### config.mk
export PLATFORM = sky130hd
export DESIGN_NAME = mem_port_ctrl_flat
export DESIGN_NICKNAME = d
export VERILOG_FILES = /design/src/design/mem_pkg.sv /design/src/design/mem_port_if.sv /design/src/design/mem_port_ctrl.sv /design/src/flat_wrapper.sv
export SDC_FILE = /design/constraint.sdc
export NUM_CORES = 1
export LEC_CHECK = 0
export ABC_CLOCK_PERIOD_IN_PS = 2250
export BUFFER_PORTS_ARGS = -buffer_cell sky130_fd_sc_hd__clkbuf_2
export CORE_MARGIN = 5
export CORE_UTILIZATION = 42
export CTS_CLUSTER_SIZE = 28
export DETAILED_ROUTE_END_ITERATION = 10
export PLACE_DENSITY = 0.83
export SLEW_MARGIN = 20
export SYNTH_ARGS = -nofsm -noshare
export SYNTH_HDL_FRONTEND = slang
export SYNTH_SLANG_ARGS = --single-unit
export TNS_END_PERCENT = 1
### constraint.sdc
create_clock -name clk -period 2.25 [get_ports clk]
set_clock_uncertainty 0.15 [all_clocks]
set_input_delay 0.5625 -clock clk [delete_from_list [all_inputs] [get_ports clk]]
set_output_delay 0.5625 -clock clk [all_outputs]
set_load 0.01 [all_outputs]
### src/design/mem_pkg.sv
`default_nettype none

package mem_pkg;

  // default geometry of the 1rw1w memory.
  localparam int DEF_WIDTH      = 32;   // logical word width.
  localparam int DEF_NUMADDR    = 1024; // logical addresses.
  localparam int DEF_NUMVBNK    = 4;    // sram banks.
  localparam int DEF_NUMWRDS    = 2;    // logical words per physical row.
  localparam int DEF_SRAM_DELAY = 2;    // sram read latency in cycles.

  // operation carried on a bank port request.
  typedef enum logic [1:0] {
    OP_IDLE,
    OP_READ,
    OP_WRITE
  } mem_op_e;

  // init sweep state.
  typedef enum logic {
    INIT_CLEAR, // rows are being zeroed.
    INIT_DONE
  } init_state_e;

endpackage

`default_nettype wire
### src/design/mem_port_if.sv
`timescale 1ns/1ns
`default_nettype none

interface mem_port_if #(
  parameter int WIDTH   = mem_pkg::DEF_WIDTH,
  parameter int NUMADDR = mem_pkg::DEF_NUMADDR,
  parameter int NUMVBNK = mem_pkg::DEF_NUMVBNK,
  parameter int NUMWRDS = mem_pkg::DEF_NUMWRDS
);
  import mem_pkg::*;

  localparam int BITVBNK = $clog2(NUMVBNK);
  localparam int BITWRDS = $clog2(NUMWRDS);
  localparam int NUMSROW = NUMADDR / (NUMVBNK * NUMWRDS);
  localparam int BITSROW = $clog2(NUMSROW);

  mem_op_e            op;
  logic [BITVBNK-1:0] bank;
  logic [BITSROW-1:0] row;
  logic [BITWRDS-1:0] word; // word slot inside the row.
  logic [WIDTH-1:0]   din;

  modport ctrl (output op, bank, row, word, din);
  modport array (input op, bank, row, word, din);
  modport tap (input op, bank, row, word, din); // read tracking only.

endinterface

`default_nettype wire

### src/design/mem_port_ctrl.sv
`timescale 1ns/1ns
`default_nettype none

module mem_port_ctrl #(
  parameter int WIDTH   = mem_pkg::DEF_WIDTH,
  parameter int NUMADDR = mem_pkg::DEF_NUMADDR,
  parameter int NUMVBNK = mem_pkg::DEF_NUMVBNK,
  parameter int NUMWRDS = mem_pkg::DEF_NUMWRDS,
  localparam int BITADDR = $clog2(NUMADDR)
) (
  input  logic               clk,
  input  logic               rst_n,
  input  logic               rw_read,
  input  logic               rw_write,
  input  logic [BITADDR-1:0] rw_addr,
  input  logic [WIDTH-1:0]   rw_din,
  input  logic               write,
  input  logic [BITADDR-1:0] wr_adr,
  input  logic [WIDTH-1:0]   din,
  output logic               ready,
  mem_port_if.ctrl           port_a,
  mem_port_if.ctrl           port_b
);
  import mem_pkg::*;

  localparam int BITVBNK = $clog2(NUMVBNK);
  localparam int BITWRDS = $clog2(NUMWRDS);
  localparam int NUMSROW = NUMADDR / (NUMVBNK * NUMWRDS);
  localparam int BITSROW = $clog2(NUMSROW);
  localparam int ROWLSB  = BITVBNK + BITWRDS; // row sits above bank and word.

  init_state_e        state;
  logic [BITSROW-1:0] init_row;
  logic               last_row;

  assign last_row = (init_row == BITSROW'(NUMSROW - 1));
  assign ready    = (state == INIT_DONE);

  // init sweep, one row per cycle.
  always_ff @(posedge clk or negedge rst_n) begin
    if (!rst_n) begin
      state    <= INIT_CLEAR;
      init_row <= '0;
    end else if (state == INIT_CLEAR) begin
      init_row <= init_row + 1'b1;
      if (last_row) begin
        state <= INIT_DONE;
      end
    end
  end

  // decoded ops, rw_write wins over rw_read.
  always_ff @(posedge clk or negedge rst_n) begin
    if (!rst_n) begin
      port_a.op <= OP_IDLE;
      port_b.op <= OP_IDLE;
    end else if (!ready) begin
      port_a.op <= OP_IDLE;  // user requests are dropped during init.
      port_b.op <= OP_WRITE; // clear write of the current row.
    end else begin
      port_a.op <= rw_write ? OP_WRITE : (rw_read ? OP_READ : OP_IDLE);
      port_b.op <= write ? OP_WRITE : OP_IDLE;
    end
  end

  always_ff @(posedge clk) begin
    port_a.bank <= rw_addr[BITVBNK-1:0];
    port_a.word <= rw_addr[BITVBNK +: BITWRDS];
    port_a.row  <= rw_addr[ROWLSB +: BITSROW];
    port_a.din  <= rw_din;
  end

  always_ff @(posedge clk) begin
    if (!ready) begin
      // the array broadcasts these to every bank.
      port_b.bank <= '0;
      port_b.word <= '0;
      port_b.row  <= init_row;
      port_b.din  <= '0;
    end else begin
      port_b.bank <= wr_adr[BITVBNK-1:0];
      port_b.word <= wr_adr[BITVBNK +: BITWRDS];
      port_b.row  <= wr_adr[ROWLSB +: BITSROW];
      port_b.din  <= din;
    end
  end

endmodule

`default_nettype wire

### src/flat_wrapper.sv
// flat-port wrapper written by rule: the top's interface ports become plain ports
module mem_port_ctrl_flat import mem_pkg::*;
#(
  parameter int WIDTH   = mem_pkg::DEF_WIDTH,
  parameter int NUMADDR = mem_pkg::DEF_NUMADDR,
  parameter int NUMVBNK = mem_pkg::DEF_NUMVBNK,
  parameter int NUMWRDS = mem_pkg::DEF_NUMWRDS,
  localparam int BITADDR = $clog2(NUMADDR)
)
  (clk, rst_n, rw_read, rw_write, rw_addr, rw_din, write, wr_adr, din, ready, port_a_op, port_a_bank, port_a_row, port_a_word, port_a_din, port_b_op, port_b_bank, port_b_row, port_b_word, port_b_din);
  mem_port_if #(.WIDTH(WIDTH), .NUMADDR(NUMADDR), .NUMVBNK(NUMVBNK), .NUMWRDS(NUMWRDS)) port_a_i ();
  mem_port_if #(.WIDTH(WIDTH), .NUMADDR(NUMADDR), .NUMVBNK(NUMVBNK), .NUMWRDS(NUMWRDS)) port_b_i ();
  input  logic clk;
  input  logic rst_n;
  input  logic rw_read;
  input  logic rw_write;
  input  logic [BITADDR-1:0] rw_addr;
  input  logic [WIDTH-1:0] rw_din;
  input  logic write;
  input  logic [BITADDR-1:0] wr_adr;
  input  logic [WIDTH-1:0] din;
  output logic ready;
  output wire logic [$bits(port_a_i.op)-1:0] port_a_op;
  output wire logic [$bits(port_a_i.bank)-1:0] port_a_bank;
  output wire logic [$bits(port_a_i.row)-1:0] port_a_row;
  output wire logic [$bits(port_a_i.word)-1:0] port_a_word;
  output wire logic [$bits(port_a_i.din)-1:0] port_a_din;
  output wire logic [$bits(port_b_i.op)-1:0] port_b_op;
  output wire logic [$bits(port_b_i.bank)-1:0] port_b_bank;
  output wire logic [$bits(port_b_i.row)-1:0] port_b_row;
  output wire logic [$bits(port_b_i.word)-1:0] port_b_word;
  output wire logic [$bits(port_b_i.din)-1:0] port_b_din;
  assign port_a_op = port_a_i.op;
  assign port_a_bank = port_a_i.bank;
  assign port_a_row = port_a_i.row;
  assign port_a_word = port_a_i.word;
  assign port_a_din = port_a_i.din;
  assign port_b_op = port_b_i.op;
  assign port_b_bank = port_b_i.bank;
  assign port_b_row = port_b_i.row;
  assign port_b_word = port_b_i.word;
  assign port_b_din = port_b_i.din;
  mem_port_ctrl #(.WIDTH(WIDTH), .NUMADDR(NUMADDR), .NUMVBNK(NUMVBNK), .NUMWRDS(NUMWRDS)) u_core (.clk(clk), .rst_n(rst_n), .rw_read(rw_read), .rw_write(rw_write), .rw_addr(rw_addr), .rw_din(rw_din), .write(write), .wr_adr(wr_adr), .din(din), .ready(ready), .port_a(port_a_i), .port_b(port_b_i));
endmodule
==> results.txt, run 1 <==
* Outcome: completed
* Synth top area share: 0.686
- Arrival time reported for the critical path endpoint: roughly 0.86 ns
- Sink count of the clock tree: 95
* Power Density: 843 nW/um^2
- TritonCTS created 9 clock buffers.
- For this run, the register share of the synthesized area comes to 0.798.
- Leading cell type by number of instances after synthesis: sky130_fd_sc_hd__dfxtp_1
- Gate Count Post-Synth: approximately 170
- Total detailed-routing wirelength: roughly 6000 um
- The cell sitting at the root of the clock tree is a sky130_fd_sc_hd__clkbuf_8.
* Vias after detailed routing: ~1,800
* Max-slew violation total from the final report: 0
- Number of setup violations in the final report: 0
* Leakage power figure: roughly 0.0019 uW
- For this configuration, the core starts out at a cell density of 0.440.
* Final std cells w/o fill: 427
* Antenna violations before repair: 0
* Floorplan core area: 5570 sq um
* Shortest period the worst path allows: 1.57 ns
* Fraction of layout instances using a drive strength above 1: 0.569
* Rows: 27
- Number of distinct standard cells referenced by the synthesized netlist: 19
- The die is between 80 and 90 um wide.
- Delay contributed by the slowest stage of the critical path: 0.40 ns
- Register-to-register setup slack: between 0.9 and 1 ns
- From synthesis to final layout, the design area changed by 48.0%.
- Fraction of registers with async set or reset after synthesis: 0.116
* Clock Power Share: 0.388
- Register clock-pin slew on the reported worst setup and hold paths: around 0.090 ns
- For the worst setup path, the data required time is approximately 1.5 ns.
* Max-capacitance violation count: 0
* Pin count of the biggest net entering global routing: 27
- The first global-routing pass estimated ~9000 um of wire.
- Number of H-tree branching levels: 3
- Yosys printed 0 warnings.
* All-layer global routing usage: 0.161
- Of the total power, the share spent switching nets is 0.205.
- Power spent charging and discharging nets: 626 uW
- Syn_area_per_cell: between 10 and 15 sq um
* Final hold violations: 0
- STA classifies the critical path startpoint as a flip-flop.
* DIE AREA: about 7500 sq um
* Hold WC Path Type: input pin to flip-flop
* Area of the mapped netlist: around 2500 sq um
- After detailed routing, the number of remaining DRC violations is 0.
- By area the synthesized netlist is led by sky130_fd_sc_hd__dfxtp_1 69%, sky130_fd_sc_hd__dfrtp_1 11%, sky130_fd_sc_hd__and2_1 9.2%.
- First-pass iteration count of the detailed router: 4
- Internal power: 2430 uW
- Share of total power in sequential cells: 0.566
- TritonCTS clock tree: done
- For the final routed database, the setup TNS stands at 0 ns.
- After detailed routing, the average wire length per cell comes to roughly 14 um.
- Including well taps, the total number of placed cells is slightly above 400.
* Port-buffer cells: between 150 and 200
- Of the total power, combinational logic draws 0.045.
- For this design the top-level I/O count stands at around 180.
* Capturing element type of the critical path: output pin
* Detailed-placement wirelength estimate: about 5100 um
- Synthesized-area fraction occupied by ao, oa, aoi and oai cells: 0.00306
* Post-layout net count: 440
* Top cells by instance count after synthesis: 84 x sky130_fd_sc_hd__dfxtp_1, 36 x sky130_fd_sc_hd__and2_1, 11 x sky130_fd_sc_hd__dfrtp_1
- Xor-xnor portion of the synthesized cell area: 0.0214
* Die Height: approximately 86 um
- The first routing iteration left 39 violations.
* Final core utilization: 0.651
- Among all flip-flop cells after synthesis, the most frequent one is sky130_fd_sc_hd__dfxtp_1.
* Family of cells with the greatest summed delay on the critical path: flip-flops
* Total setup buffers inserted after CTS: 0
- CP bufs+invs: 1
- Of the total synthesized cell area, the portion taken by AND, OR, NAND and NOR gates is 0.119.
* Maximum operating frequency: ~640 MHz
* Critical path class: flip-flop to output pin
- Library cell with the largest summed area after synthesis: sky130_fd_sc_hd__dfxtp_1
* CP Cell Sequence: clkbuf_2
- Main combinational cell family by area after synthesis: simple AND/OR/NAND/NOR gates
- Of the total synthesized cell area, the portion taken by full adders, half adders and majority gates is 0.00510.
- In this run the remaining antenna-violating nets after routing total 0.
- Number of buffers between clock root and the deepest sink: 2
- Mux contribution to synthesized area: 0.0367
* RSZ-0062 raised after global routing: no
- Among all stages on the critical path, the largest delay is contributed by sky130_fd_sc_hd__dfrtp_1.
- Drt via density: just over 4
* Number of enable flip-flop cells after synthesis: 0
- Highest net fanout along the worst path: 3
- Final worst-path cycle share: 0.700
- The number of global-route vias before repair was between 1,500 and 2,000.
- Yosys reg bits: between 90 and 100
* Clk Latency, worst-skew pair: 0.34 ns
- The congestion estimate from routability-driven global placement came to between 0.7 and 0.8.
- Synth Net Count: ~260
- Total overflow reported by the global router: 0
- The number of antenna diodes in the final layout is 0.
- VDD IR max: about 0.45 mV
-- sequential cells by signal, summed over array words and instances, names as in the netlist --
signal	count
u_core.port_a.word	1
u_core.port_b.row	7
u_core.port_b.op	1
u_core.init_row	7
u_core.port_a.op	2
u_core.port_a.bank	2
u_core.port_b.word	1
u_core.ready	1
u_core.port_b.din	32
u_core.port_a.din	32
u_core.port_a.row	7
u_core.port_b.bank	2
-- cell families (layout without fill, tap and decap cells) --
family | Yosys count | after routing
DFF | 95 | 95
other | 1 | 1
and+or+nand+nor | 48 | 48
xor gates and xnor gates | 6 | 6
AOI/OAI and AO/OA | 1 | 1
muxes | 8 | 8
buffers and inverters | 6 | 195
adders and majority gates | 1 | 1
-- what timing repair did --
action,4_1_cts,5_1_grt
resized for setup,0,0
hold buffers,1,0
endpoints found under the hold margin,11,0
-- power groups by stage --
stage | combinational (uW) | clock [uW] | sequential, uW
after floorplan | 2.42 | 0 | 1790
after global placement | 135 | 0 | 1770
after detailed placement | 140 | 0 | 1770
after CTS | 142 | 1220 | 1730
after global routing | 152 | 1300 | 1740
final | 139 | 1190 | 1730
-- per-stage QoR --
step	setup WS, ns	cell area (sq um)	hold slack (ns)	total power (uW)
floorplan	1.04	2450	0.117	1800
global placement	0.920	3400	0.312	1900
detailed placement	0.883	3400	0.317	1910
CTS	0.651	3630	0.149	3100
global route	0.617	3630	0.135	3190
finish	0.675	3630	0.162	3060
-- placed cells by master, fill, tap and decap left out --
cell | synthesis | final
sky130_fd_sc_hd__a21o_1 | 1 | 1
sky130_fd_sc_hd__and2_1 | 36 | 36
sky130_fd_sc_hd__buf_4 | 1 | 2
sky130_fd_sc_hd__bufinv_16 | 0 | 2
sky130_fd_sc_hd__clkbuf_1 | 2 | 1
sky130_fd_sc_hd__clkbuf_2 | 0 | 176
sky130_fd_sc_hd__clkbuf_8 | 0 | 9
sky130_fd_sc_hd__clkinv_2 | 0 | 1
sky130_fd_sc_hd__clkinvlp_4 | 0 | 1
sky130_fd_sc_hd__conb_1 | 1 | 1
sky130_fd_sc_hd__dfrtp_1 | 11 | 11
sky130_fd_sc_hd__dfxtp_1 | 84 | 84
sky130_fd_sc_hd__dlygate4sd3_1 | 0 | 1
sky130_fd_sc_hd__ha_1 | 1 | 1
sky130_fd_sc_hd__inv_6 | 0 | 2
sky130_fd_sc_hd__mux2_2 | 8 | 8
sky130_fd_sc_hd__nand2_1 | 3 | 3
sky130_fd_sc_hd__nand2b_1 | 2 | 2
sky130_fd_sc_hd__nand3_1 | 1 | 1
sky130_fd_sc_hd__nand4b_1 | 2 | 2
sky130_fd_sc_hd__nor2_1 | 3 | 3
sky130_fd_sc_hd__nor3_2 | 1 | 1
sky130_fd_sc_hd__xnor2_1 | 4 | 4
sky130_fd_sc_hd__xor2_1 | 2 | 2
-- layout make-up --
class	instances	area, sq um
clock buffer	10	128
clock inverter	6	90.1
fill	444	1940
multi-input combinational	65	459
sequential	95	1960
tap	72	90.1
timing repair buffer	179	906
-- worst paths after layout --
kind	from	endpoint	cells after the start
setup / recovery	u_core.ready	ready	1
hold / removal	rw_din[2]	u_core.port_a.din[2]	1
setup reg to reg	u_core.ready	u_core.init_row[5]	4
hold reg to reg	u_core.init_row[6]	u_core.init_row[6]	1
max in group asynchronous	rst_n	u_core.init_row[4]	2
min in group asynchronous	rst_n	u_core.port_a.op[1]	2
-- metal layers --
metal	vias to the layer above	routed length [um]	track usage
li1	878	-	-
met1	791	2140	0.165
met2	89	3380	0.300
met3	4	597	0.0637
met4	0	38	0.0453
met5	-	0	0
(Power assumes the default switching activity.)
==> run 2, diff against run 1 <==
--- a/config.mk
+++ b/config.mk
@@ -5,13 +5,14 @@
 export SDC_FILE = /design/constraint.sdc
 export NUM_CORES = 1
 export LEC_CHECK = 0
-export ABC_CLOCK_PERIOD_IN_PS = 2250
+export ABC_AREA = 1
+export ABC_CLOCK_PERIOD_IN_PS = 1300
 export BUFFER_PORTS_ARGS = -buffer_cell sky130_fd_sc_hd__clkbuf_2
 export CORE_MARGIN = 5
-export CORE_UTILIZATION = 42
+export CORE_UTILIZATION = 36
 export CTS_CLUSTER_SIZE = 28
 export DETAILED_ROUTE_END_ITERATION = 10
-export PLACE_DENSITY = 0.83
+export PLACE_DENSITY = 0.74
 export SLEW_MARGIN = 20
 export SYNTH_ARGS = -nofsm -noshare
 export SYNTH_HDL_FRONTEND = slang
==> constraint.sdc (replaced) <==
create_clock -name clk -period 1.3 [get_ports clk]
set_clock_uncertainty 0.15 [all_clocks]
set_input_delay 0.325 -clock clk [delete_from_list [all_inputs] [get_ports clk]]
set_output_delay 0.325 -clock clk [all_outputs]
set_load 0.01 [all_outputs]
==> run 2 against run 1 <==
  * The flow now finishes with violations (setup timing)
  * Worst hold slack lost 0.15 ns
  * Setup slack lost 0.73 ns
  * Power grew 79%
  * Flip-flop and latch count is the same
  * Sequential share of layout area shrank 11 points
  * Critical path depth is the same
  * Final cell count grew 36%
  * Design area grew 28%
  * Largest cell class unchanged
  * Highest routed layer unchanged
==> results.txt, run 2 <==
* Total detailed-routing wirelength: 8530 um (was 6160 um)
* Most common cell after layout, fill and taps aside: sky130_fd_sc_hd__clkbuf_2 (unchanged)
- The maximum fanout count along the critical path came to 2 (was 3).
- The chip width came to 94.2 um (was 86.4 um).
* Max-slew violation total from the final report: 0 (unchanged)
* Fraction of registers with async set or reset after synthesis: 0.116 (unchanged)
* Number of CTS-inserted buffers: 9 (unchanged)
- The kind of capture point of the worst setup path was an output pin (unchanged).
- Rows: 30 (was 27)
- Drt via density: 4.04 (was 4.13)
- Maximum operating frequency: about 740 MHz
* Power Density: 1180 nW/um^2 (was 843 nW/um^2)
- Failing checks: setup timing
* First-pass iteration count of the detailed router: 4 (unchanged)
- Sink count of the clock tree: 95 (unchanged)
* I/O pin total: 178 (unchanged)
- Register clock-pin slew on the reported worst setup and hold paths: 0.09 ns (about the same)
- Largest cells by area after synthesis: sky130_fd_sc_hd__dfxtp_1 66%, sky130_fd_sc_hd__dfrtp_1 11%, sky130_fd_sc_hd__nand2_1 9.4% (was sky130_fd_sc_hd__dfxtp_1 69%, sky130_fd_sc_hd__dfrtp_1 11%, sky130_fd_sc_hd__and2_1 9.2%).
* Final-layout setup total negative slack: -0.134 ns (was 0 ns)
- Leakage power figure: 0.00256 uW (was 0.00189 uW)
- Cell Count Post-Placement: 501 (was 410)
* Critical path required time: 0.82 ns (was 1.54 ns)
- The class of the most critical setup path is flip-flop to output pin (unchanged).
* Die Height: 94.2 um (was 86.4 um)
- The most area-hungry cell type in the Yosys netlist is sky130_fd_sc_hd__dfxtp_1 (unchanged).
* Number of buffers between clock root and the deepest sink: 2 (unchanged)
* Number of global-route vias before repair: 2,436 (was 1,800)
- The number of warning messages in the yosys log came to 0 (unchanged).
- Leading cell type by number of instances after synthesis: sky130_fd_sc_hd__dfxtp_1 (unchanged)
* Arrival time reported for the critical path endpoint: 0.88 ns (was 0.86 ns)
* Average routed wire per standard cell: 14.7 um (was 14.4 um)
* Syn_area_per_cell: 10.9 sq um (was 14.8 sq um)
- Gate Count Post-Synth: 234 (was 166)
- Share of total power in sequential cells: 0.551 (was 0.566)
- The sequential cell area was 2010 sq um (was 1960 sq um).
- The top-area cell type share of the netlist area came to 0.659 (was 0.686).
- Worst slack on hold paths: 0.0123 ns (was 0.162 ns)
- The detailed-placement wirelength estimate came to 5160 um (was 5120 um).
- First-pass GRT wire length: 11,500 um (was 9110 um)
* Residual antenna-violating net count after detailed routing: 0 (unchanged)
* Filler Cells Inserted: 491 (was 444)
- Delay contributed by the slowest stage of the critical path: 0.42 ns (was 0.40 ns)
* Final worst-path cycle share: 1.04
- Place WS: 0.0889 ns (was 0.883 ns)
- The hold violation total from the final report is 0 (unchanged).
- The initial antenna violation count is 1 (was 0).
- The number of buffers inserted by port buffering is 176 (unchanged).
* Hold WC Path Type: input pin to flip-flop (unchanged)
* Internal power: 4220 uW (was 2430 uW)
- The proportion of power drawn by the clock network was 0.368 (was 0.388).
- Post-layout net count: 567 (was 440)
- The number of storage elements in the synthesis netlist is 95 (unchanged).
- CP bufs+invs: 1 (unchanged)
- The unique cell type count in the Yosys netlist is 20 (was 19).
- The maximum VDD drop is 0.586 mV (was 0.454 mV).
- Largest registers ranked by flip-flop count: u_core.port_a.din x32, u_core.port_b.din x32 (unchanged)
* Power spent charging and discharging nets: 1260 uW (was 626 uW)
- Remaining design rule violation count: 0 (unchanged)
* DIE AREA: 8870 sq um (was 7470 sq um)
* Fraction of layout instances using a drive strength above 1: 0.510 (was 0.569)
- The top flip-flop cell by instance count after synthesis is sky130_fd_sc_hd__dfxtp_1 (unchanged).
- The number of violations reported at the end of detailed-routing iteration 0 is 30 (was 39).
* Number of enable flip-flop cells after synthesis: 0 (unchanged)
* Number of H-tree branching levels: 3 (unchanged)
- Floorplan core area: 6830 sq um (was 5570 sq um)
* Outcome: finished with violations (was completed)
* RSZ-0062 raised after global routing: yes (was no)
- Number of setup violations in the final report: 5 (was 0)
- Top cells by instance count after synthesis: 84 x sky130_fd_sc_hd__dfxtp_1, 64 x sky130_fd_sc_hd__nand2_1, 42 x sky130_fd_sc_hd__inv_1 (was 84 x sky130_fd_sc_hd__dfxtp_1, 36 x sky130_fd_sc_hd__and2_1, 11 x sky130_fd_sc_hd__dfrtp_1).
- Vias after detailed routing: 2,338 (was 1,762)
- Synth Net Count: 324 (was 256)
* Critical path's slowest cell: sky130_fd_sc_hd__dfrtp_2 (was sky130_fd_sc_hd__dfrtp_1)
- The routability congestion estimate from global placement is 0.731 (was 0.720).
* Launching element type of the critical path: flip-flop (unchanged)
- Worst Slack Setup Final: -0.0560 ns (was 0.675 ns)
* Total area of multi-input combinational cells: 379 sq um (was 459 sq um)
- Sequential fraction of the synthesis area: 0.767 (was 0.798)
* Starting Density: 0.374 (was 0.440)
* Max-capacitance violation count: 0 (unchanged)
- Area of the mapped netlist: 2550 sq um (was 2450 sq um)
* Commonest cells after routing, fill and taps aside: 104 x sky130_fd_sc_hd__clkbuf_2, 64 x sky130_fd_sc_hd__nand2_1, 60 x sky130_fd_sc_hd__dlygate4sd3_1 (was 176 x sky130_fd_sc_hd__clkbuf_2, 84 x sky130_fd_sc_hd__dfxtp_1, 36 x sky130_fd_sc_hd__and2_1)
- CP Cell Sequence: buf_6 (was clkbuf_2).
- Area growth, synth to finish: 82.5% (was 48.0%)
- Register-to-register setup slack: 0.07 ns (was 0.91 ns)
* Final core utilization: 0.682 (was 0.651)
- Pin count of the biggest net entering global routing: 25 (was 27)
- The family of cells with the greatest summed delay on the critical path is flip-flops (unchanged).
- The combinational share of power came to 0.081 (was 0.045).
- TritonCTS clock tree: done (unchanged)
- Total overflow reported by the global router: 0 (unchanged)
- Switching share of power: 0.230 (was 0.205)
- Clk Latency, worst-skew pair: 0.34 ns (about the same)
- The total track usage came to 0.170 (was 0.161).
* Final std cells w/o fill: 579 (was 427)
* Shortest period the worst path allows: around 1.4 ns
- Cell at the root of the clock tree: sky130_fd_sc_hd__clkbuf_8 (unchanged)
[run 2: what timing repair did]
item,CTS,global route
gates resized for setup,9,151
cloned,0,0
endpoints found under the setup margin,16,84
endpoints found under the hold margin,70,0
hold buffers,60,0
setup buffers,1,0
[run 2: final timing paths]
check                                        start               endpoint  depth (start not counted)
worst max-delay path                  u_core.ready                  ready                          1
max in group asynchronous                    rst_n           u_core.ready                          2
worst min register to register  u_core.init_row[6]     u_core.init_row[6]                          2
worst max register to register        u_core.ready     u_core.init_row[4]                          5
min in group asynchronous                    rst_n    u_core.port_a.op[0]                          2
worst min-delay path                       din[11]  u_core.port_b.din[11]                          3
[run 2: cell families after synthesis]
group                      after synthesis  share of synthesized area
DFF                                     95                      0.767
buffers and inverters                   51                     0.0858
adders and majority gates                1                    0.00490
and+or+nand+nor                         76                      0.119
xor gates and xnor gates                 2                    0.00686
other                                    1                    0.00147
AOI/OAI and AO/OA                        8                     0.0157
[run 2: area by class of cell]
cell class	count	share of cell area
flip-flops and latches	95	0.432
clock buffers	9	0.0266
multi-input cells	88	0.0814
diodes	1	0.000537
repair buffers	240	0.379
clock inverters	7	0.0188
well taps	96	0.0258
inverters	43	0.0357
[run 2: power groups by stage]
stage	Combinational (uW)	Sequential [uW]	Clock, uW
2_1_floorplan	3.57	3100	0
3_3_place_gp	237	3060	0
3_5_place_dp	242	3070	0
4_1_cts	388	3000	2050
5_1_grt	475	3030	2180
6_report	444	3020	2010
[run 2: through the flow]
stage / instance area [sq um] / power (uW)
2_1_floorplan: 2550 / 3110
6_report: 4660 / 5480
3_5_place_dp: 3520 / 3310
4_1_cts: 4350 / 5440
3_3_place_gp: 3520 / 3300
5_1_grt: 4660 / 5690
[run 2: routing by layer]
metal / up-vias / part of all wire / global-route usage
li1: 1158 / - / -
met1: 1052 / 0.33 / 0.163
met2: 108 / 0.55 / 0.332
met3: 20 / 0.087 / 0.0513
met4: 0 / 0.028 / 0.0638
met5: - / 0 / 0
