## src/design/mem_pkg.sv

```systemverilog
`default_nettype none

package mem_pkg;

  // default geometry of the 1rw1w memory.
  localparam int DEF_WIDTH      = 32;   // logical word width.
  localparam int DEF_NUMADDR    = 1024; // logical addresses.
  localparam int DEF_NUMVBNK    = 4;    // sram banks.
  localparam int DEF_NUMWRDS    = 2;    // logical words per physical row.
  localparam int DEF_SRAM_DELAY = 2;    // sram read latency in cycles.

  // operation carried on a bank port request.
  typedef enum logic [1:0] {
    OP_IDLE,
    OP_READ,
    OP_WRITE
  } mem_op_e;

  // init sweep state.
  typedef enum logic {
    INIT_CLEAR, // rows are being zeroed.
    INIT_DONE
  } init_state_e;

endpackage

`default_nettype wire
```

## src/design/mem_port_if.sv

```systemverilog
`timescale 1ns/1ns
`default_nettype none

interface mem_port_if #(
  parameter int WIDTH   = mem_pkg::DEF_WIDTH,
  parameter int NUMADDR = mem_pkg::DEF_NUMADDR,
  parameter int NUMVBNK = mem_pkg::DEF_NUMVBNK,
  parameter int NUMWRDS = mem_pkg::DEF_NUMWRDS
);
  import mem_pkg::*;

  localparam int BITVBNK = $clog2(NUMVBNK);
  localparam int BITWRDS = $clog2(NUMWRDS);
  localparam int NUMSROW = NUMADDR / (NUMVBNK * NUMWRDS);
  localparam int BITSROW = $clog2(NUMSROW);

  mem_op_e            op;
  logic [BITVBNK-1:0] bank;
  logic [BITSROW-1:0] row;
  logic [BITWRDS-1:0] word; // word slot inside the row.
  logic [WIDTH-1:0]   din;

  modport ctrl (output op, bank, row, word, din);
  modport array (input op, bank, row, word, din);
  modport tap (input op, bank, row, word, din); // read tracking only.

endinterface

`default_nettype wire

```

## src/design/mem_read_return.sv

```systemverilog
`timescale 1ns/1ns
`default_nettype none

module mem_read_return #(
  parameter int WIDTH      = mem_pkg::DEF_WIDTH,
  parameter int NUMADDR    = mem_pkg::DEF_NUMADDR,
  parameter int NUMVBNK    = mem_pkg::DEF_NUMVBNK,
  parameter int NUMWRDS    = mem_pkg::DEF_NUMWRDS,
  parameter int SRAM_DELAY = mem_pkg::DEF_SRAM_DELAY,
  localparam int PHYWDTH   = NUMWRDS * WIDTH,
  localparam int BITPADR   = $clog2(NUMADDR)
) (
  input  logic                       clk,
  input  logic                       rst_n,
  mem_port_if.tap                    port_a,
  input  logic [NUMVBNK*PHYWDTH-1:0] bank_dout,
  output logic                       rw_vld,
  output logic [WIDTH-1:0]           rw_dout,
  output logic [BITPADR-1:0]         rw_padr
);
  import mem_pkg::*;

  localparam int BITVBNK = $clog2(NUMVBNK);
  localparam int BITWRDS = $clog2(NUMWRDS);
  localparam int NUMSROW = NUMADDR / (NUMVBNK * NUMWRDS);
  localparam int BITSROW = $clog2(NUMSROW);
  localparam int RD_LAT  = SRAM_DELAY + 1; // bank access stage plus sram delay.

  logic [RD_LAT-1:0]  vld_pipe;
  logic [BITVBNK-1:0] bank_pipe [RD_LAT];
  logic [BITSROW-1:0] row_pipe [RD_LAT];
  logic [BITWRDS-1:0] word_pipe [RD_LAT];
  logic [PHYWDTH-1:0] sel_row;
  logic [WIDTH-1:0]   sel_word;

  always_ff @(posedge clk or negedge rst_n) begin
    if (!rst_n) begin
      vld_pipe <= '0;
    end else begin
      vld_pipe <= {vld_pipe[RD_LAT-2:0], port_a.op == OP_READ};
    end
  end

  always_ff @(posedge clk) begin
    bank_pipe[0] <= port_a.bank;
    row_pipe[0]  <= port_a.row;
    word_pipe[0] <= port_a.word;
    for (int i = 1; i < RD_LAT; i++) begin
      bank_pipe[i] <= bank_pipe[i-1];
      row_pipe[i]  <= row_pipe[i-1];
      word_pipe[i] <= word_pipe[i-1];
    end
  end

  // pick the bank row, then the word slot within it.
  assign sel_row  = bank_dout[bank_pipe[RD_LAT-1]*PHYWDTH +: PHYWDTH];
  assign sel_word = sel_row[word_pipe[RD_LAT-1]*WIDTH +: WIDTH];

  always_ff @(posedge clk or negedge rst_n) begin
    if (!rst_n) begin
      rw_vld <= 1'b0;
    end else begin
      rw_vld <= vld_pipe[RD_LAT-1];
    end
  end

  always_ff @(posedge clk) begin
    if (vld_pipe[RD_LAT-1]) begin
      rw_dout <= sel_word;
      rw_padr <= {bank_pipe[RD_LAT-1], row_pipe[RD_LAT-1], word_pipe[RD_LAT-1]};
    end
  end

endmodule

`default_nettype wire

```

## src/flat_wrapper.sv

```systemverilog
// flat-port wrapper written by rule: the top's interface ports become plain ports
module mem_read_return_flat import mem_pkg::*;
#(
  parameter int WIDTH      = mem_pkg::DEF_WIDTH,
  parameter int NUMADDR    = mem_pkg::DEF_NUMADDR,
  parameter int NUMVBNK    = mem_pkg::DEF_NUMVBNK,
  parameter int NUMWRDS    = mem_pkg::DEF_NUMWRDS,
  parameter int SRAM_DELAY = mem_pkg::DEF_SRAM_DELAY,
  localparam int PHYWDTH   = NUMWRDS * WIDTH,
  localparam int BITPADR   = $clog2(NUMADDR)
)
  (clk, rst_n, bank_dout, rw_vld, rw_dout, rw_padr, port_a_op, port_a_bank, port_a_row, port_a_word, port_a_din);
  mem_port_if #(.WIDTH(WIDTH), .NUMADDR(NUMADDR), .NUMVBNK(NUMVBNK), .NUMWRDS(NUMWRDS)) port_a_i ();
  input  logic clk;
  input  logic rst_n;
  input  logic [NUMVBNK*PHYWDTH-1:0] bank_dout;
  output logic rw_vld;
  output logic [WIDTH-1:0] rw_dout;
  output logic [BITPADR-1:0] rw_padr;
  input wire logic [$bits(port_a_i.op)-1:0] port_a_op;
  input wire logic [$bits(port_a_i.bank)-1:0] port_a_bank;
  input wire logic [$bits(port_a_i.row)-1:0] port_a_row;
  input wire logic [$bits(port_a_i.word)-1:0] port_a_word;
  input wire logic [$bits(port_a_i.din)-1:0] port_a_din;
  assign port_a_i.op = port_a_op;
  assign port_a_i.bank = port_a_bank;
  assign port_a_i.row = port_a_row;
  assign port_a_i.word = port_a_word;
  assign port_a_i.din = port_a_din;
  mem_read_return #(.WIDTH(WIDTH), .NUMADDR(NUMADDR), .NUMVBNK(NUMVBNK), .NUMWRDS(NUMWRDS), .SRAM_DELAY(SRAM_DELAY)) u_core (.clk(clk), .rst_n(rst_n), .port_a(port_a_i), .bank_dout(bank_dout), .rw_vld(rw_vld), .rw_dout(rw_dout), .rw_padr(rw_padr));
endmodule
```

## config.mk

```make
export PLATFORM = sky130hd
export DESIGN_NAME = mem_read_return_flat
export DESIGN_NICKNAME = d
export VERILOG_FILES = /design/src/design/mem_pkg.sv /design/src/design/mem_port_if.sv /design/src/design/mem_read_return.sv /design/src/flat_wrapper.sv
export SDC_FILE = /design/constraint.sdc
export NUM_CORES = 1
export LEC_CHECK = 0
export ABC_AREA = 1
export ABC_CLOCK_PERIOD_IN_PS = 5200
export BUFFER_PORTS_ARGS = -buffer_cell sky130_fd_sc_hd__buf_4
export CORE_AREA = 2 2 132 134
export CTS_CLUSTER_SIZE = 12
export DETAILED_ROUTE_END_ITERATION = 10
export DIE_AREA = 0 0 134 136
export PLACE_DENSITY_LB_ADDON = 0.25
export SETUP_SLACK_MARGIN = 0.02
export SYNTH_ARGS = -nofsm -noshare
export SYNTH_HDL_FRONTEND = slang
export SYNTH_SLANG_ARGS = --single-unit
export TNS_END_PERCENT = 5
```

## constraint.sdc

```tcl
create_clock -name clk -period 5.2 [get_ports clk]
set_clock_uncertainty 0.1 [all_clocks]
set_input_delay 0.78 -clock clk [delete_from_list [all_inputs] [get_ports clk]]
set_output_delay 0.78 -clock clk [all_outputs]
set_load 0.05 [all_outputs]
```

==> summary.txt, run 1 <==
status: finished, final reports clean
leading cell type in the layout, fill and taps excluded: nand2_1
Yosys reg bits: 76
RSZ-0062 raised after global routing: no
drt wl/cell: 12.1 µm
post-synthesis sequential area ratio: 36.0%
final setup vio count: 0
gr usage total: 18.8%
total CTS buffers: 9
DRC viols: 0
Top cell by count, worst path: nand2_1
crit end category: flop
antenna violations before repair: 0
Peak VDD IR: 236 µV
yosys warns: 0
final slew viol count: 0
most frequent cells in the layout: nand2_1 (416), buf_4 (316), inv_1 (258)
CP Class: reg -> reg
# diodes: 0
die height: 136 µm
Mapped Cells: 929
worst skew pair latency: 0.34 ns
Synthesized Nets: 1231
Final Hold Viols: 0
Leak: 5.10 nW
routed vias: 6111
distinct cell type count after synthesis: 13
CTS clock-pin slew for the worst setup and hold paths: 0.06 ns
synthesis-to-layout area growth: 48.6%
Pwr Density: 223 nW/µm²
Achievable Freq: 397 MHz
worst slew pin tran: 1.19 ns
Final Cycle Share: 48.4%
die width: 134 µm
Syn Std Cell Area: 5450 µm²
Sink Count: 76
HPWL Detailed: 12400 µm
DP Area: 7810 µm²
pin count of the biggest net entering global routing: 90
R2R cell count: 7
syn avg cell area: 5.87 µm²
startpoint types: flop
CTS tree: done
post-DR vias/cell: 4.25
I/O Buffers: 312
slowest stage cell on the critical path: buf_4
Final nets: 1510
setup TNS: 0 ns
Final ANT Viol Nets: 0
CP Data Required Time: 5.19 ns
first-pass GRT wire length: 27200 µm
cts-stage hold buffer count: 0
TritonRoute pass-1 iters: 4
proportion of layout cells with a drive suffix above 1: 27.9%
Post-CTS Resized: 0
Initial Util: 32.3%
Worst Hold Class: in -> async
R2R Setup Slk: 2.68 ns
Placed Instances: 1422
fin crit period: 2.52 ns
Std-Cell Rows: 48
total congestion overflow: 0
CP max stage delay: 0.69 ns
CTS root buf: clkbuf_16
critical-path cell list: inv_4 -> buf_4 -> nand2_1 -> nand3_1 -> nand2_1 -> nand2_1 -> nand2_1
final WL: 17400 µm
H-tree Lvls: 3
FF-to-FF Start: u_core.bank_pipe[0][4]$_DFF_P_
IO Pins: 345
critical path arrival: 2.50 ns
largest fanout on the critical path: 73
Finished Cell Area: 8100 µm²
vias in the first global route: 5758
Slew headroom: 20.4%
First DRT Iteration DRCs: 255
Core Area: 16900 µm²
GP Congestion: 0.802
Die Area: 18200 µm²
Max-Cap Viols: 0
setup bufs post-CTS: 0
reg2reg end: u_core.rw_dout[28]$_DFFE_PP_
Final Non-Filler Cells: 1438
Clock Tree Buf Depth: 2
[sequential cells by signal (all words and copies together) (netlist names)]
name and count:
u_core.rw_padr 10, u_core.rw_dout 32, u_core.bank_pipe 6, u_core.row_pipe 21, u_core.vld_pipe 3, u_core.rw_vld 1, u_core.word_pipe 3
[final cells by class]
| class | count | area, µm² |
|---|---|---|
| Sequential cell | 76 | 1970 |
| Tap cell | 225 | 282 |
| Fill cell | 1809 | 8780 |
| Timing Repair Buffer | 316 | 2370 |
| Clock inverter | 7 | 65.1 |
| Clock buffer | 9 | 225 |
| Multi-Input combinational cell | 545 | 2210 |
| Inverter | 260 | 978 |
[worst max-delay path: cells and delay by family (launching register included)]
family	cells	cell delay, ns
buffers and inverters	2	1.16
flip-flops	1	0.48
AND/OR/NAND/NOR	5	0.46
[power by group]
group	internal [mW]	leakage [nW]	switching, mW
registers	0.678	0.691	0.0258
clock network	0.335	0.140	0.276
logic	0.231	4.27	0.260
total	1.24	5.10	0.562
[cells in the mapped netlist (all sizes together)]
cell type / number / area (µm²)
dfrtp: 4 / 100
dfxtp: 30 / 601
nor2: 1 / 3.75
edfxtp: 42 / 1260
inv: 260 / 976
nand2: 416 / 1560
clkbuf: 7 / 26.3
nand3: 128 / 641
buf: 41 / 280
[worst max-delay path by stage]
| stage | start | to | slack (ns) | cells after the start |
|---|---|---|---|---|
| 4_1_cts | u_core.bank_pipe[0][4]$_DFF_P_ | u_core.rw_dout[28]$_DFFE_PP_ | 2.61 | 7 |
| 6_report | u_core.bank_pipe[0][4]$_DFF_P_ | u_core.rw_dout[28]$_DFFE_PP_ | 2.68 | 7 |
| 3_3_place_gp | u_core.bank_pipe[0][4]$_DFF_P_ | u_core.rw_dout[0]$_DFFE_PP_ | 2.63 | 7 |
| 5_1_grt | u_core.bank_pipe[0][4]$_DFF_P_ | u_core.rw_dout[28]$_DFFE_PP_ | 2.44 | 7 |
| 2_1_floorplan | u_core.vld_pipe[2]$_DFF_PN0_ | u_core.rw_dout[0]$_DFFE_PP_ | 3.55 | 0 |
| 3_5_place_dp | u_core.bank_pipe[0][4]$_DFF_P_ | u_core.rw_dout[28]$_DFFE_PP_ | 2.64 | 7 |
[cells by family (layout without fill, tap and decap cells)]
family,after synthesis,in the layout,synth area share [%]
buffers and inverters,308,592,23.5
DFF,76,76,36.0
and+or+nand+nor,545,545,40.5
[per-layer routing]
layer | GRT usage, % | part of all wire [%]
met3 | 4.33 | 7.1
met1 | 21.7 | 41
met5 | 0 | 0
met2 | 34.0 | 50
met4 | 6.50 | 2.4
[per-stage QoR]
stage	hold slack (ns)	utilization (%)	total power [mW]	setup slack [ns]
after floorplan	0.210	-	0.987	3.55
after global placement	0.210	46.3	1.21	2.63
after detailed placement	0.213	46.3	1.21	2.64
after CTS	0.103	48.0	1.84	2.61
after global routing	0.111	48.0	1.91	2.44
final	0.124	48.0	1.80	2.68
Power figures use the tool's default switching activity.
==> run 2: changes to the inputs <==
--- a/config.mk
+++ b/config.mk
@@ -6,12 +6,12 @@
 export NUM_CORES = 1
 export LEC_CHECK = 0
 export ABC_AREA = 1
-export ABC_CLOCK_PERIOD_IN_PS = 5200
+export ABC_CLOCK_PERIOD_IN_PS = 2100
 export BUFFER_PORTS_ARGS = -buffer_cell sky130_fd_sc_hd__buf_4
-export CORE_AREA = 2 2 132 134
+export CORE_AREA = 2 2 133 135
 export CTS_CLUSTER_SIZE = 12
 export DETAILED_ROUTE_END_ITERATION = 10
-export DIE_AREA = 0 0 134 136
+export DIE_AREA = 0 0 135 137
 export PLACE_DENSITY_LB_ADDON = 0.25
 export SETUP_SLACK_MARGIN = 0.02
 export SYNTH_ARGS = -nofsm -noshare
==> constraint.sdc (replaced) <==
create_clock -name clk -period 2.1 [get_ports clk]
set_clock_uncertainty 0.1 [all_clocks]
set_input_delay 0.315 -clock clk [delete_from_list [all_inputs] [get_ports clk]]
set_output_delay 0.315 -clock clk [all_outputs]
set_load 0.05 [all_outputs]
==> run 2 against run 1 <==
Compared with the run above:
- design area grew 2.7%
- clock-buffer cell count did not move
- register-to-register slack lost 2.4 ns
- via count fell by 0.23%
- utilization rose by 0.79 points
- maximum frequency increased by 41%
- combinational power grew to 2.6 times the previous value
- worst setup slack got worse by 2.4 ns
- die area rose by 1.5%
- global-route usage about the same
- wire length increased by 1.6%
- total power rose to 2.5 times the previous value
==> summary.txt, run 2 (same netlist as run 1, synthesis figures left out) <==
status: finished, final reports clean
Post-Place Setup Slack: 0.281 ns (-2.36 ns)
Achievable Freq: 562 MHz (+41%)
worst skew pair latency: 0.34 ns (about the same)
Std-Cell Rows: 48 (unchanged)
most frequent cells in the layout: nand2_1 (416), buf_4 (316), inv_1 (258)
reg2reg end: u_core.rw_dout[25]$_DFFE_PP_
Final Cycle Share: 84.8% (+36 points)
Peak VDD IR: 413 µV (+75%)
Core Area: 17100 µm² (+1.1%)
startpoint types: flop
Final Power: 4.57 mW (+150%)
Final ANT Viol Nets: 0 (unchanged)
GP Congestion: 0.759 (-5.3%)
final WL: 17700 µm (+1.6%)
First DRT Iteration DRCs: 272 (+6.7%)
total CTS buffers: 9 (unchanged)
leading cell type in the layout, fill and taps excluded: nand2_1
Reg with most FFs: u_core.rw_dout
Buffers & Inverters on Critical Path: 2 (unchanged)
routed vias: 6097 (-0.23%)
setup bufs post-CTS: 0 (unchanged)
DRC viols: 0 (unchanged)
Hold Crit Start: port_a_op[1]
fin crit period: 1.78 ns (-0.735 ns)
slowest stage cell on the critical path: inv_2
TritonRoute pass-1 iters: 7 (+3)
Post-CTS Resized: 0 (unchanged)
Clock Tree Buf Depth: 2 (unchanged)
post-DR vias/cell: 4.19 (-1.3%)
R2R cell count: 6 (-1)
worst slew pin tran: 1.18 ns (-0.0144 ns)
crit end category: flop
CP max stage delay: 0.66 ns (-0.03 ns)
critical-path cell list: inv_2 -> buf_12 -> nand3_1 -> nand2_1 -> nand2_1 -> nand2_1
first-pass GRT wire length: 27400 µm (+0.68%)
vias in the first global route: 5725 (-0.57%)
CP Data Required Time: 2.21 ns (-2.98 ns)
CTS tree: done
CTS root buf: clkbuf_16
Final nets: 1526 (+1.1%)
# diodes: 0 (unchanged)
Final Hold Viols: 0 (unchanged)
total congestion overflow: 0 (unchanged)
H-tree Lvls: 3 (unchanged)
pin count of the biggest net entering global routing: 130 (+44%)
final setup vio count: 0 (unchanged)
Sink Count: 76 (unchanged)
Top cell by count, worst path: nand2_1
CTS clock-pin slew for the worst setup and hold paths: 0.07 ns (about the same)
antenna violations before repair: 0 (unchanged)
gr usage total: 18.7% (-0.030 points)
Worst Hold Class: in -> reg
largest fanout on the critical path: 45 (-38%)
WHS Path Cells: 2
Regs by FF count: u_core.rw_dout (32), u_core.row_pipe (21), u_core.rw_padr (10)
IO Pins: 345 (unchanged)
I/O Buffers: 312 (unchanged)
Largest register FFs: 32 (unchanged)
proportion of layout cells with a drive suffix above 1: 27.9% (+0.044 points)
Initial Util: 32.0% (-0.34 points)
FF-to-FF Start: u_core.bank_pipe[0][5]$_DFF_P_
final slew viol count: 0 (unchanged)
fin worst setup slack: 0.320 ns (-2.36 ns)
drt wl/cell: 12.1 µm (+0.44%)
CP Class: reg -> reg
setup TNS: 0 ns (unchanged)
Max-Cap Viols: 0 (unchanged)
die width: 135 µm (+0.75%)
Leak: 5.20 nW (+2.0%)
Slew headroom: 21.3% (+0.96 points)
RSZ-0062 raised after global routing: no
Die Area: 18500 µm² (+1.5%)
HPWL Detailed: 12600 µm (+1.2%)
CP delay by family, top: buffers and inverters
critical path arrival: 1.89 ns (-0.61 ns)
die height: 137 µm (+0.74%)
Hold EP: u_core.vld_pipe[0]$_DFF_PN0_
Pwr Density: 549 nW/µm² (+150%)
R2R Setup Slk: 0.32 ns (-2.36 ns)
synthesis-to-layout area growth: 52.6%
[run 2: cell types whose count changed in the layout (fill, tap and decap cells not counted)]
cell           delta
clkinvlp_4        -1
clkinv_4          -2
clkinv_8          +1
dlygate4sd3_1    +11
inv_6             +1
inv_8             +1
buf_12            +5
[run 2: worst max path at each step]
stage	from	end	cells past startpoint
final	u_core.bank_pipe[0][5]$_DFF_P_	u_core.rw_dout[25]$_DFFE_PP_	6
after global placement	u_core.bank_pipe[0][5]$_DFF_P_	u_core.rw_dout[18]$_DFFE_PP_	6
after CTS	u_core.bank_pipe[0][5]$_DFF_P_	u_core.rw_dout[25]$_DFFE_PP_	6
after global routing	u_core.bank_pipe[0][5]$_DFF_P_	u_core.rw_dout[17]$_DFFE_PP_	6
after detailed placement	u_core.bank_pipe[0][5]$_DFF_P_	u_core.rw_dout[25]$_DFFE_PP_	6
after floorplan	u_core.vld_pipe[2]$_DFF_PN0_	u_core.rw_dout[0]$_DFFE_PP_	0
[run 2: through the flow]
stage	instances	hold WS, ns	cell area (µm²)	utilization, %
global placement	1427	0.0123	7910	46.4
detailed placement	1427	0.0138	7910	46.4
floorplan	929	-0.0806	5450	-
global route	1454	0.0195	8320	48.8
finish	1454	0.0374	8320	48.8
CTS	1454	0.0242	8320	48.8
[run 2: where the power goes]
group          internal (mW)  switching, mW
registers               1.68         0.0270
logic                  0.602          0.694
clock network          0.849          0.718
total                   3.13           1.44
[run 2: layer usage]
layer  global-route usage [%]  wire [µm]  up-vias  part of all wire, %
met5                        0          0        -                    0
met4                     6.37        412        0                  2.3
met3                     5.63       1560       31                  8.8
met2                     33.5       8720      248                   49
met1                     21.3       6970     2569                   39
li1                         -          -     3249                    -
[run 2: area by class of cell]
cell class	count	area, µm²
clock inverters	7	76.3
inverters	260	978
well taps	225	282
repair buffers	332	2580
fillers	1813	8740
clock buffers	9	225
flip-flops and latches	76	1970
multi-input cells	545	2210
[run 2: timing repair]
action / CTS / global route
hold buffers: 11 / 0
endpoints found under the hold margin: 14 / 0
endpoints found under the setup margin: 0 / 0
==> run 3: changes to the inputs <==
--- a/config.mk
+++ b/config.mk
@@ -6,7 +6,7 @@
 export NUM_CORES = 1
 export LEC_CHECK = 0
 export ABC_AREA = 1
-export ABC_CLOCK_PERIOD_IN_PS = 2100
+export ABC_CLOCK_PERIOD_IN_PS = 1500
 export BUFFER_PORTS_ARGS = -buffer_cell sky130_fd_sc_hd__buf_4
 export CORE_AREA = 2 2 133 135
 export CTS_CLUSTER_SIZE = 12
==> constraint.sdc (replaced) <==
create_clock -name clk -period 1.5 [get_ports clk]
set_clock_uncertainty 0.1 [all_clocks]
set_input_delay 0.225 -clock clk [delete_from_list [all_inputs] [get_ports clk]]
set_output_delay 0.225 -clock clk [all_outputs]
set_load 0.05 [all_outputs]
==> run 3 against run 2 <==
Compared with the run above:
- cell count is 2.2% higher
- worst hold slack lost 0.023 ns
- utilization increased by 3.7 points
- non-clock buffer count increased by 30
- critical path depth is 1 higher
- wire length rose by 16%
- clock power up 35%
- via count rose by 4.6%
- clock-buffer cell count did not move
- highest routed layer unchanged
==> summary.txt, run 3 (same netlist as run 1, synthesis figures left out) <==
IO Pins: 345 (unchanged)
Max-Cap Viols: 0 (unchanged)
proportion of layout cells with a drive suffix above 1: 30.0% (+2.1 points)
Final Util: 52.4% (+3.7 points)
CTS tree: done
most frequent cells in the layout: nand2_1 (415), buf_4 (321), inv_1 (258)
final setup vio count: 0 (unchanged)
TritonRoute pass-1 iters: 4 (-3)
First DRT Iteration DRCs: 363 (+33%)
antenna violations before repair: 0 (unchanged)
crit end category: flop
setup TNS: 0 ns (unchanged)
total CTS buffers: 9 (unchanged)
Regs by FF count: u_core.rw_dout (32), u_core.row_pipe (21), u_core.rw_padr (10)
R2R Setup Slk: 0.02 ns (-0.30 ns)
Final Cycle Share: 98.7% (+14 points)
gr usage total: 18.7% (about the same)
Hold Crit Start: port_a_op[0]
GR met1 Demand/Resource: 21.2% (-0.078 points)
met2 Usage GRT: 34.3% (+0.82 points)
Initial Util: 32.0% (unchanged)
status: finished, final reports clean
total congestion overflow: 0 (unchanged)
FF-to-FF Start: u_core.bank_pipe[0][4]$_DFF_P_
fillcell total: 1741 (-4.0%)
Reg with most FFs: u_core.rw_dout
R2R cell count: 7 (+1)
Leak: 5.50 nW (+5.8%)
largest fanout on the critical path: 15 (-67%)
Clock Tree Buf Depth: 2 (unchanged)
Final ANT Viol Nets: 0 (unchanged)
fin crit period: 1.48 ns (-0.300 ns)
GP Congestion: 0.786 (+3.5%)
CTS clock-pin slew for the worst setup and hold paths: 0.06 ns (about the same)
Final Hold Viols: 0 (unchanged)
crit path capture: u_core.rw_dout[28]$_DFFE_PP_
worst skew pair latency: 0.34 ns (about the same)
# diodes: 0 (unchanged)
reg2reg end: u_core.rw_dout[28]$_DFFE_PP_
slowest stage cell on the critical path: dfxtp_4
WHS Path Cells: 3 (+1)
routed vias: 6375 (+4.6%)
Core Area: 17100 µm² (unchanged)
Slew headroom: 70.7% (+49 points)
CP Data Required Time: 1.50 ns (-0.71 ns)
Die Area: 18500 µm² (unchanged)
synthesis-to-layout area growth: 64.1%
Final Power: 6.56 mW (+44%)
met3 Track Usage GR: 5.15% (-0.48 points)
CP max stage delay: 0.42 ns (-0.24 ns)
H-tree Lvls: 3 (unchanged)
final slew viol count: 0 (unchanged)
final WL: 20500 µm (+16%)
critical-path cell list: buf_12 -> buf_16 -> nand2_1 -> nand3_1 -> nand2_1 -> nand2_1 -> nand2_1
startpoint types: flop
post-DR vias/cell: 4.29 (+2.3%)
Top cell by count, worst path: nand2_1
CTS root buf: clkbuf_16
HPWL Detailed: 13100 µm (+4.4%)
gr busiest metal: met2
leading cell type in the layout, fill and taps excluded: nand2_1
worst slew pin tran: 0.439 ns (-0.740 ns)
Final nets: 1558 (+2.1%)
drt wl/cell: 13.8 µm (+13%)
vias in the first global route: 5734 (+0.16%)
crit path launch: u_core.bank_pipe[0][4]$_DFF_P_
Pwr Density: 733 nW/µm² (+34%)
critical path arrival: 1.48 ns (-0.41 ns)
die width: 135 µm (unchanged)
I/O Buffers: 312 (unchanged)
Largest register FFs: 32 (unchanged)
Std-Cell Rows: 48 (unchanged)
Achievable Freq: 676 MHz (+20%)
Sink Count: 76 (unchanged)
Peak VDD IR: 668 µV (+62%)
RSZ-0062 raised after global routing: yes
DRC viols: 0 (unchanged)
first-pass GRT wire length: 27300 µm (-0.28%)
die height: 137 µm (unchanged)
CP Class: reg -> reg
Worst Hold Class: in -> reg
pin count of the biggest net entering global routing: 64 (-51%)
[run 3: per-stage QoR]
stage / cell area, µm² / hold slack, ns / setup slack (ns) / cells
2_1_floorplan: 5450 / -0.171 / 0.199 / 929
3_3_place_gp: 8020 / -0.0722 / 0.00494 / 1435
3_5_place_dp: 8020 / -0.0725 / 0.0156 / 1435
4_1_cts: 8430 / 0.00761 / 0.0371 / 1463
5_1_grt: 8940 / 0.0175 / -0.0177 / 1486
6_report: 8940 / 0.0141 / 0.0200 / 1486
[run 3: repair_timing]
action | CTS | global route
endpoints found under the setup margin | 2 | 23
setup buffers | 0 | 4
endpoints found under the hold margin | 15 | 0
pin swaps | 0 | 7
cloned | 0 | 19
hold buffers | 12 | 0
gates resized for setup | 1 | 18
[run 3: final cells by class]
class | instances | area (µm²) | share of cell area, %
timing repair buffer | 362 | 3150 | 35.3
multi-input combinational | 545 | 2220 | 24.9
sequential | 76 | 1970 | 22.0
inverter | 260 | 1000 | 11.2
tap | 225 | 282 | 3.15
clock buffer | 9 | 225 | 2.52
clock inverter | 7 | 65.1 | 0.728
timing repair inverter | 2 | 20.0 | 0.224
[run 3: worst min path at each step]
stage                                              end  slack, ns
after global routing      u_core.vld_pipe[0]$_DFF_PN0_       0.02
after global placement         u_core.rw_vld$_DFF_PN0_      -0.07
after CTS                 u_core.vld_pipe[0]$_DFF_PN0_      0.008
final                     u_core.vld_pipe[0]$_DFF_PN0_       0.01
after detailed placement       u_core.rw_vld$_DFF_PN0_      -0.07
after floorplan                u_core.rw_vld$_DFF_PN0_      -0.17
[run 3: routing by layer]
| layer | share of wire [%] | wire length, µm |
|---|---|---|
| met5 | 0 | 0 |
| met4 | 1.4 | 294 |
| met3 | 8.4 | 1710 |
| met2 | 51 | 10400 |
| met1 | 40 | 8100 |
[run 3: worst max-delay path: cells and delay by family (launching register included)]
| kind | cells | cell delay [ns] |
|---|---|---|
| DFF | 1 | 0.42 |
| and+or+nand+nor | 5 | 0.37 |
| buffers and inverters | 2 | 0.34 |
[run 3: power breakdown]
group          internal, mW  switching, mW  leakage, nW
Sequential             2.35         0.0401        0.691
Clock                  1.16          0.961        0.140
Combinational         0.989           1.06         4.67
Total                  4.50           2.06         5.50
